<file path="src/hdl/cpuPkg.sv">
/* widths, instruction fields, APB address map and enums for the four-stage pipeline
   modules import it in their bodies and use scoped names for port widths */
`default_nettype none

package cpuPkg;

	localparam int DataWidth = 32;
	localparam int RegAddrWidth = 5;
	localparam int PcWidth = 5; // 32 instruction words
	localparam int ConstWidth = 15;

	// instruction fields, bit 25 unused
	localparam int OpcodeMsb = 31;
	localparam int OpcodeLsb = 26;
	localparam int RsLsb = 20; // doubles as shift amount
	localparam int RtLsb = 15;
	localparam int RdLsb = 10;

	localparam int PipeDepth = 3; // decode, execute, writeback
	localparam int DrainWidth = $clog2(PipeDepth);

	// APB map, byte addresses with one word every 4 bytes
	localparam int ApbAddrWidth = 9;
	localparam int WindowLsb = PcWidth + 2; // both windows are 32 words
	localparam logic [ApbAddrWidth-1:0] ImemBase = 9'h000;
	localparam logic [ApbAddrWidth-1:0] RegBase = 9'h080; // read only
	localparam logic [ApbAddrWidth-1:0] CtrlAddr = 9'h100; // bit0 starts a run
	localparam logic [ApbAddrWidth-1:0] StatusAddr = 9'h104; // bit0 running, bit1 halted

	typedef enum logic [OpcodeMsb-OpcodeLsb:0] {
		opNop = 0, // blank word, fetch holds here
		opAdd,
		opSub,
		opAnd,
		opOr,
		opXor,
		opSlt,
		opShl, // rt shifted by the rs field
		opShr,
		opAddi, // writes rt
		opOri,
		opLui
	} opcodeE;

	typedef enum logic [3:0] {
		aluAdd,
		aluSub,
		aluAnd,
		aluOr,
		aluXor,
		aluSlt,
		aluShl,
		aluShr,
		aluLui
	} aluOpE;

	typedef enum logic [1:0] {
		stIdle,
		stRunning,
		stDraining, // fetch idle, pipeline still emptying
		stHalted
	} runStateE;

endpackage

`default_nettype wire

</file>
<file path="src/hdl/cpuBuses.sv">
/* stage-to-stage buses: execBus from decode into execute, and resultBus from execute
   back to decode for forwarding and on to the register file */
`default_nettype none

interface execBus;
	import cpuPkg::*;

	logic valid;
	aluOpE aluOp;
	logic [DataWidth-1:0] operandA; // rs value after forwarding
	logic [DataWidth-1:0] operandB; // rt value after forwarding
	logic [DataWidth-1:0] imm; // already extended
	logic useImm;
	logic [RegAddrWidth-1:0] shamt;
	logic [RegAddrWidth-1:0] dest;

	modport src (output valid, aluOp, operandA, operandB, imm, useImm, shamt, dest);
	modport dst (input valid, aluOp, operandA, operandB, imm, useImm, shamt, dest);
endinterface

interface resultBus;
	import cpuPkg::*;

	// execute stage, combinational
	logic exValid;
	logic [RegAddrWidth-1:0] exDest;
	logic [DataWidth-1:0] exValue;
	// writeback register
	logic wbValid;
	logic [RegAddrWidth-1:0] wbDest;
	logic [DataWidth-1:0] wbValue;

	modport src (output exValid, exDest, exValue, wbValid, wbDest, wbValue);
	modport fwd (input exValid, exDest, exValue, wbValid, wbDest, wbValue);
	modport wb (input wbValid, wbDest, wbValue);
endinterface

`default_nettype wire

</file>
<file path="src/hdl/cpuTop.sv">
/* top level of the pipeline, APB3 slave ports only
   host loads a program, writes CTRL, polls STATUS and reads back registers */
`default_nettype none

module cpuTop (
	input logic clk,
	input logic arstN,
	input logic [cpuPkg::ApbAddrWidth-1:0] paddr,
	input logic psel,
	input logic penable,
	input logic pwrite,
	input logic [cpuPkg::DataWidth-1:0] pwdata,
	output logic [cpuPkg::DataWidth-1:0] prdata,
	output logic pready,
	output logic pslverr
);
	import cpuPkg::*;

	// host to fetch
	logic imemWe;
	logic [PcWidth-1:0] imemAddr;
	logic [DataWidth-1:0] imemData;
	logic start;
	logic fetchIdle;
	// host register readback
	logic [RegAddrWidth-1:0] hostRegAddr;
	logic [DataWidth-1:0] hostRegData;
	// fetch/decode stage
	logic [DataWidth-1:0] instr;
	logic instrValid;
	// decode read ports
	logic [RegAddrWidth-1:0] rsAddr;
	logic [RegAddrWidth-1:0] rtAddr;
	logic [DataWidth-1:0] rsData;
	logic [DataWidth-1:0] rtData;

	execBus exBus ();
	resultBus resBus ();

	hostPort uHost (
		.clk(clk), .arstN(arstN),
		.paddr(paddr), .psel(psel), .penable(penable), .pwrite(pwrite), .pwdata(pwdata),
		.prdata(prdata), .pready(pready), .pslverr(pslverr),
		.imemWe(imemWe), .imemAddr(imemAddr), .imemData(imemData), .start(start),
		.fetchIdle(fetchIdle), .hostRegAddr(hostRegAddr), .hostRegData(hostRegData)
	);

	instrFetch uFetch (
		.clk(clk), .arstN(arstN),
		.imemWe(imemWe), .imemAddr(imemAddr), .imemData(imemData), .start(start),
		.fetchIdle(fetchIdle), .instr(instr), .instrValid(instrValid)
	);

	instrDecode uDecode (
		.clk(clk), .arstN(arstN), .instr(instr), .instrValid(instrValid),
		.rsAddr(rsAddr), .rtAddr(rtAddr), .rsData(rsData), .rtData(rtData),
		.res(resBus), .ex(exBus)
	);

	execUnit uExec (.clk(clk), .arstN(arstN), .ex(exBus), .res(resBus));

	regFile uRegs (
		.clk(clk), .arstN(arstN),
		.rsAddr(rsAddr), .rtAddr(rtAddr), .rsData(rsData), .rtData(rtData),
		.hostRegAddr(hostRegAddr), .hostRegData(hostRegData), .res(resBus)
	);

endmodule

`default_nettype wire

</file>
<file path="src/hdl/execUnit.sv">
/* execute stage: operand B select, ALU and shifter, then the execute/writeback register
   both the combinational result and the registered one go out on resultBus */
`default_nettype none

module execUnit (
	input logic clk,
	input logic arstN,
	execBus.dst ex,
	resultBus.src res
);
	import cpuPkg::*;

	logic [DataWidth-1:0] opB;
	logic [DataWidth-1:0] result;

	assign opB = ex.useImm ? ex.imm : ex.operandB;

	always_comb begin
		case (ex.aluOp)
			aluAdd: result = ex.operandA + opB;
			aluSub: result = ex.operandA - opB;
			aluAnd: result = ex.operandA & opB;
			aluOr: result = ex.operandA | opB;
			aluXor: result = ex.operandA ^ opB;
			aluSlt: result = {{(DataWidth-1){1'b0}}, $signed(ex.operandA) < $signed(opB)};
			aluShl: result = ex.operandB << ex.shamt; // shifts act on rt
			aluShr: result = ex.operandB >> ex.shamt;
			aluLui: result = ex.imm;
			default: result = '0;
		endcase
	end

	// execute stage result for forwarding
	assign res.exValid = ex.valid;
	assign res.exDest = ex.dest;
	assign res.exValue = result;

	always_ff @(posedge clk or negedge arstN) begin
		if (!arstN)
			res.wbValid <= 1'b0;
		else
			res.wbValid <= ex.valid;
	end

	always_ff @(posedge clk) begin
		res.wbDest <= ex.dest;
		res.wbValue <= result;
	end

endmodule

`default_nettype wire

</file>
<file path="src/hdl/hostPort.sv">
/* APB3 slave for program load, run control, status and register readback
   every transfer is setup plus one access cycle, pready never drops */
`default_nettype none

module hostPort (
	input logic clk,
	input logic arstN,
	input logic [cpuPkg::ApbAddrWidth-1:0] paddr,
	input logic psel,
	input logic penable,
	input logic pwrite,
	input logic [cpuPkg::DataWidth-1:0] pwdata,
	output logic [cpuPkg::DataWidth-1:0] prdata,
	output logic pready,
	output logic pslverr,
	output logic imemWe,
	output logic [cpuPkg::PcWidth-1:0] imemAddr,
	output logic [cpuPkg::DataWidth-1:0] imemData,
	output logic start,
	input logic fetchIdle,
	output logic [cpuPkg::RegAddrWidth-1:0] hostRegAddr,
	input logic [cpuPkg::DataWidth-1:0] hostRegData
);
	import cpuPkg::*;

	runStateE state;
	logic [DrainWidth-1:0] drainCnt;
	logic access;
	logic inImem;
	logic inRegs;
	logic isCtrl;
	logic isStatus;
	logic loadable; // pipeline is quiet
	logic running;

	assign access = psel & penable;
	assign inImem = paddr[ApbAddrWidth-1:WindowLsb] == ImemBase[ApbAddrWidth-1:WindowLsb];
	assign inRegs = paddr[ApbAddrWidth-1:WindowLsb] == RegBase[ApbAddrWidth-1:WindowLsb];
	assign isCtrl = paddr == CtrlAddr;
	assign isStatus = paddr == StatusAddr;
	assign loadable = (state == stIdle) | (state == stHalted);
	assign running = (state == stRunning) | (state == stDraining);

	assign pready = 1'b1;
	assign pslverr = access & ((pwrite & inRegs) | (pwrite & inImem & ~loadable)
		| ~(inImem | inRegs | isCtrl | isStatus));

	assign imemWe = access & pwrite & inImem & loadable;
	assign imemAddr = paddr[PcWidth+1:2];
	assign imemData = pwdata;
	assign start = access & pwrite & isCtrl & pwdata[0] & loadable; // ignored while busy
	assign hostRegAddr = paddr[RegAddrWidth+1:2];

	always_comb begin
		prdata = '0;
		if (inRegs)
			prdata = hostRegData;
		else if (isStatus)
			prdata = {{(DataWidth-2){1'b0}}, state == stHalted, running};
	end

	// run control, drain counts the stages behind fetch
	always_ff @(posedge clk or negedge arstN) begin
		if (!arstN) begin
			state <= stIdle;
			drainCnt <= '0;
		end else begin
			case (state)
				stIdle, stHalted: begin
					if (start)
						state <= stRunning;
				end
				stRunning: begin
					if (fetchIdle) begin
						state <= stDraining;
						drainCnt <= '0;
					end
				end
				stDraining: begin
					if (drainCnt == DrainWidth'(PipeDepth - 1))
						state <= stHalted;
					else
						drainCnt <= drainCnt + 1'b1;
				end
				default: state <= stIdle;
			endcase
		end
	end

endmodule

`default_nettype wire

</file>
<file path="src/hdl/instrDecode.sv">
/* decode stage: field split, opcode decode, operand forwarding and the decode/execute
   register that drives execBus */
`default_nettype none

module instrDecode (
	input logic clk,
	input logic arstN,
	input logic [cpuPkg::DataWidth-1:0] instr,
	input logic instrValid,
	output logic [cpuPkg::RegAddrWidth-1:0] rsAddr,
	output logic [cpuPkg::RegAddrWidth-1:0] rtAddr,
	input logic [cpuPkg::DataWidth-1:0] rsData,
	input logic [cpuPkg::DataWidth-1:0] rtData,
	resultBus.fwd res,
	execBus.src ex
);
	import cpuPkg::*;

	opcodeE opcode;
	logic [RegAddrWidth-1:0] rdAddr;
	logic [ConstWidth-1:0] constant;
	aluOpE aluOpD;
	logic useImmD;
	logic legalD;
	logic [RegAddrWidth-1:0] destD;
	logic [DataWidth-1:0] immD;
	logic [DataWidth-1:0] rsFwd;
	logic [DataWidth-1:0] rtFwd;

	// youngest result wins: execute, then writeback, then the register file
	function automatic logic [DataWidth-1:0] fwdSelect(
		input logic [RegAddrWidth-1:0] addr,
		input logic [DataWidth-1:0] regValue
	);
		if (res.exValid && res.exDest == addr)
			return res.exValue;
		else if (res.wbValid && res.wbDest == addr)
			return res.wbValue;
		return regValue;
	endfunction

	assign opcode = opcodeE'(instr[OpcodeMsb:OpcodeLsb]);
	assign rsAddr = instr[RsLsb +: RegAddrWidth];
	assign rtAddr = instr[RtLsb +: RegAddrWidth];
	assign rdAddr = instr[RdLsb +: RegAddrWidth];
	assign constant = instr[ConstWidth-1:0];
	assign rsFwd = fwdSelect(rsAddr, rsData);
	assign rtFwd = fwdSelect(rtAddr, rtData);

	always_comb begin
		aluOpD = aluAdd;
		useImmD = 1'b0;
		destD = rdAddr;
		immD = '0;
		legalD = 1'b1;
		case (opcode)
			opAdd: aluOpD = aluAdd;
			opSub: aluOpD = aluSub;
			opAnd: aluOpD = aluAnd;
			opOr: aluOpD = aluOr;
			opXor: aluOpD = aluXor;
			opSlt: aluOpD = aluSlt;
			opShl: aluOpD = aluShl;
			opShr: aluOpD = aluShr;
			opAddi: begin
				useImmD = 1'b1;
				destD = rtAddr;
				immD = {{(DataWidth-ConstWidth){constant[ConstWidth-1]}}, constant};
			end
			opOri: begin
				aluOpD = aluOr;
				useImmD = 1'b1;
				destD = rtAddr;
				immD = {{(DataWidth-ConstWidth){1'b0}}, constant}; // zero extend
			end
			opLui: begin
				aluOpD = aluLui;
				useImmD = 1'b1;
				destD = rtAddr;
				immD = {constant, {(DataWidth-ConstWidth){1'b0}}};
			end
			default: legalD = 1'b0; // blank and unused codes become bubbles
		endcase
	end

	always_ff @(posedge clk or negedge arstN) begin
		if (!arstN)
			ex.valid <= 1'b0;
		else
			ex.valid <= instrValid & legalD;
	end

	always_ff @(posedge clk) begin
		ex.aluOp <= aluOpD;
		ex.operandA <= rsFwd;
		ex.operandB <= rtFwd;
		ex.imm <= immD;
		ex.useImm <= useImmD;
		ex.shamt <= rsAddr; // rs field is the shift amount
		ex.dest <= destD;
	end

endmodule

`default_nettype wire

</file>
<file path="src/hdl/instrFetch.sv">
/* instruction memory loaded by the host, program counter and fetch/decode register
   pc restarts at zero on start and parks on the first blank word */
`default_nettype none

module instrFetch (
	input logic clk,
	input logic arstN,
	input logic imemWe,
	input logic [cpuPkg::PcWidth-1:0] imemAddr,
	input logic [cpuPkg::DataWidth-1:0] imemData,
	input logic start,
	output logic fetchIdle,
	output logic [cpuPkg::DataWidth-1:0] instr,
	output logic instrValid
);
	import cpuPkg::*;

	logic [DataWidth-1:0] imem [2**PcWidth];
	logic [PcWidth-1:0] pc;
	logic running;
	logic [DataWidth-1:0] fetched;
	logic blank;

	assign fetched = imem[pc];
	assign blank = ~(|fetched); // all-zero word ends the program

	always_ff @(posedge clk) begin
		if (imemWe)
			imem[imemAddr] <= imemData;
	end

	always_ff @(posedge clk or negedge arstN) begin
		if (!arstN) begin
			pc <= '0;
			running <= 1'b0;
			fetchIdle <= 1'b0;
		end else if (start) begin
			pc <= '0;
			running <= 1'b1;
			fetchIdle <= 1'b0;
		end else if (running) begin
			if (blank) begin
				running <= 1'b0; // pc stays on the blank word
				fetchIdle <= 1'b1;
			end else begin
				pc <= pc + 1'b1;
			end
		end
	end

	// fetch/decode stage, bubbles once idle
	always_ff @(posedge clk or negedge arstN) begin
		if (!arstN)
			instrValid <= 1'b0;
		else
			instrValid <= running & ~blank;
	end

	always_ff @(posedge clk) begin
		instr <= fetched;
	end

endmodule

`default_nettype wire

</file>
<file path="src/hdl/regFile.sv">
/* 32-entry register file, two decode read ports, one host read port
   written from the writeback register, reads are combinational */
`default_nettype none

module regFile (
	input logic clk,
	input logic arstN,
	input logic [cpuPkg::RegAddrWidth-1:0] rsAddr,
	input logic [cpuPkg::RegAddrWidth-1:0] rtAddr,
	output logic [cpuPkg::DataWidth-1:0] rsData,
	output logic [cpuPkg::DataWidth-1:0] rtData,
	input logic [cpuPkg::RegAddrWidth-1:0] hostRegAddr,
	output logic [cpuPkg::DataWidth-1:0] hostRegData,
	resultBus.wb res
);
	import cpuPkg::*;

	logic [DataWidth-1:0] regs [2**RegAddrWidth]; // r0 is writable too

	always_ff @(posedge clk or negedge arstN) begin
		if (!arstN) begin
			for (int i = 0; i < 2**RegAddrWidth; i++)
				regs[i] <= '0;
		end else if (res.wbValid) begin
			regs[res.wbDest] <= res.wbValue;
		end
	end

	assign rsData = regs[rsAddr];
	assign rtData = regs[rtAddr];
	assign hostRegData = regs[hostRegAddr];

endmodule

`default_nettype wire

</file>
<file path="config.mk">
export PLATFORM = sky130hd
export DESIGN_NAME = cpuTop
export DESIGN_NICKNAME = d
export VERILOG_FILES = /design/src/hdl/cpuPkg.sv /design/src/hdl/cpuBuses.sv /design/src/hdl/cpuTop.sv /design/src/hdl/execUnit.sv /design/src/hdl/hostPort.sv /design/src/hdl/instrDecode.sv /design/src/hdl/instrFetch.sv /design/src/hdl/regFile.sv
export SDC_FILE = /design/constraint.sdc
export NUM_CORES = 2
export LEC_CHECK = 0
export BUFFER_PORTS_ARGS = -buffer_cell sky130_fd_sc_hd__buf_4
export CORE_MARGIN = 2
export CORE_UTILIZATION = 65
export CTS_BUF_LIST = sky130_fd_sc_hd__clkbuf_4 sky130_fd_sc_hd__clkbuf_8
export CTS_CLUSTER_SIZE = 12
export DETAILED_ROUTE_END_ITERATION = 6
export PLACE_DENSITY = 0.82
export SLEW_MARGIN = 5
export SYNTH_ARGS = -nofsm -noshare
export SYNTH_HDL_FRONTEND = slang
export SYNTH_SLANG_ARGS = --single-unit
</file>
<file path="constraint.sdc">
create_clock -name clk -period 9.2 [get_ports clk]
set_input_delay 1.84 -clock clk [delete_from_list [all_inputs] [get_ports clk]]
set_output_delay 1.84 -clock clk [all_outputs]
set_load 0.05 [all_outputs]
</file>
==> results.json <==
{
  "drc": 2,
  "rsz0062_at_grt": "no",
  "outcome": "complete, but fails checks",
  "overflow": 0,
  "min_from": "uDecode.ex.dest[3]$_DFF_P_",
  "worstPathCellList": "buf_8 > buf_4 > mux4_2 > a22o_1 > a221oi_1 > a31oi_1 > buf_4",
  "synthTopCellsByCount": "1,140 x mux4_2, 1,111 x mux2_2, 1,038 x dfrtp_1",
  "cp.arrival_ns": 4.92,
  "initial_core_util": 0.656,
  "grt_use_met1": 0.537,
  "vdd_drop_max_v": 0.000252,
  "core-area_um2": 177000,
  "holdPathStages": 0,
  "clk_transition_reported_paths_ns": 0.06,
  "synth.ff_latch_count": 2240,
  "cts_tree": "done",
  "hold_ws_ns": 0.390,
  "numCtsBuffers": 369,
  "setup_viol": 0,
  "ys.flop_type": "dfrtp_1",
  "yosys-top-cells-area": "edfxtp_1 27%, dfrtp_1 22%, mux4_2 22%",
  "reg2reg_depth": 12,
  "ant_nets": 0,
  "rows": 154,
  "dr.first_iter.drc_count": 11600,
  "drv_slew": 0,
  "yosysTopAreaCellShare": 0.265,
  "first_pass_iters": 7,
  "first_global_vias": 76900,
  "layout.nets": 7453,
  "hold_class": "register to register",
  "ys_warn_count": 0,
  "wl_mm": 364,
  "dp_hpwl_mm": 212,
  "cp_slowest_stage_delay_ns": 0.74,
  "syn2layout_area_growth_pct": 9.01,
  "clk_latency_ns": 1.15,
  "mappedNetlistArea_um2": 116000,
  "antenna_found_initial": 14,
  "cp-end-kind": "output pin",
  "period_needed_ns": 6.76,
  "grtUsageTotal": 0.405,
  "violations": "DRC",
  "postCtsHoldBufs": 0,
  "dieArea_um2": 182000,
  "final-hold-violation-count": 0,
  "vias": 76700,
  "gp_congestion": 0.981,
  "clock_sinks": 2240,
  "layout-drive-gt1-share": 0.426,
  "die_w_um": 426,
  "htree_levels": 5,
  "grt_pass1_wl_mm": 528,
  "synth_top_area_cell": "edfxtp_1",
  "start_kind": "input port",
  "synthCells": 7355,
  "worstPathRequired_ns": 7.36,
  "leakage_nw": 49.3,
  "portBuffers": 78,
  "cts_resized": 0,
  "skew_ns": 0.155,
  "slowest_stage": "buf_4",
  "fin_crit_sh": 0.735,
  "num_io_pins": 80,
  "postSynthAreaPerCell_um2": 15.7,
  "cap_violations": 0,
  "holdPathEnd": "uExec.res.wbDest[3]$_DFF_P_",
  "worstMarginPinSlew_ns": 1.36,
  "maxSlewHeadroom": 0.0907,
  "cp_max_fo": 73,
  "cp_common_cell": "buf_4",
  "met2_usage": 0.593,
  "met3_usage": 0.126,
  "wl_per_cell_um": 36.7,
  "yosysUniqueCellTypes": 87,
  "yosysSeqAreaShare": 0.521,
  "synth-edff-count": 1024,
  "fmax_mhz": 148,
  "powerDensity_nw_per_um2": 236,
  "yosys.cell_count.top_type": "mux4_2",
  "reg2reg_slack_ns": 3.79,
  "clockBufferDepth": 4,
  "r2r_start": "uDecode.ex.useImm$_DFF_P_",
  "vias_per_cell": 7.73,
  "critPathKind": "input port to output pin",
  "r2r_end": "uDecode.ex.operandB[30]$_DFF_P_",
  "root_buffer": "clkbuf_8",
  "fin_setup_tns_ns": 0,
  "die_y_um": 426,
  "busiest_layer": "met2",
  "grt_max_degree": 185,
  "syn_nets": 7506,
  "cts_setup_buffers": 0,
  "async_flop_share": 0.463
}
[placed cells by master, fill, tap and decap left out, drive strengths merged, types with 96 or more instances in the layout]
cell type / instances
clkinv: 96
edfxtp: 1024
ha: 103
a22oi: 140
dfxtp: 178
mux2i: 269
a21oi: 185
dfrtp: 1038
mux4: 1140
o21ai: 135
nand2: 180
buf: 247
inv: 146
nor2: 255
clkbuf: 536
mux2: 1111
[power by group]
part           switching [mW]  internal, mW
Clock                    4.04          4.87
Sequential               1.29          11.0
Combinational            5.31          3.30
[worst max path at each step]
stage	from	to	cells past startpoint
finish	paddr[2]	prdata[24]	7
global placement	paddr[2]	prdata[24]	7
floorplan	paddr[2]	prdata[30]	6
CTS	paddr[2]	prdata[24]	7
global route	paddr[2]	prdata[24]	7
detailed placement	paddr[2]	prdata[24]	7
[metal layers]
layer  vias to the layer above  wire (um)
met5                         -        182
met4                        18      25500
met3                      1385      47800
met2                      6109     164000
met1                     39600     127000
li1                      29600          -
[metrics by stage]
stage                     area (um2)  std cells  utilization  worst slack (ns)  total power [mW]
after floorplan               116000       7355            -              2.76              17.6
after detailed placement      119000       9270        0.672              2.41              20.8
after CTS                     126000       9919        0.714              2.40              29.6
final                         126000       9926        0.715              2.44              29.8
after global routing          126000       9924        0.715              2.22              30.6
after global placement        119000       9270        0.672              2.44              20.6
[state kept, by name, summed over array words and instances, names as in the netlist]
signal / count
uDecode.ex.useImm: 1
uFetch.instrValid: 1
uExec.res.wbValid: 1
uHost.drainCnt: 2
uFetch.pc: 5
uFetch.imem: 1024
uDecode.ex.shamt: 5
uDecode.ex.imm: 31
uExec.res.wbValue: 32
uFetch.instr: 31
uDecode.ex.valid: 1
uDecode.ex.operandA: 32
uRegs.regs: 1024
uDecode.ex.aluOp: 4
uFetch.running: 1
uHost.state: 2
uDecode.ex.dest: 5
uExec.res.wbDest: 5
uDecode.ex.operandB: 32
uFetch.fetchIdle: 1
[final cells by class]
type | instances | area (um2)
diodes | 6 | 15.0
clock buffers | 535 | 6680
clock inverters | 114 | 748
fillers | 10700 | 50400
inverters | 145 | 544
multi-input cells | 4298 | 52900
flip-flops and latches | 2240 | 60300
well taps | 2340 | 2930
repair buffers | 248 | 2080
[cells by family (layout without fill, tap and decap cells)]
kind of cell	Yosys count	count (layout)	synth area share
mux	2520	2520	0.353
compound gates	931	931	0.0563
buf+inv	817	1042	0.0275
fa+ha+maj	105	105	0.0115
xor+xnor	27	27	0.00204
flops	2240	2240	0.521
other cells	1	7	0.0000324
simple gates	714	714	0.0292
[critical path, delay by kind of cell]
kind                   cells  cell delay [ns]
multiplexers               1             0.59
buffers and inverters      3             1.62
AO/OA/AOI/OAI              3             0.77
Power figures use the tool's default switching activity.
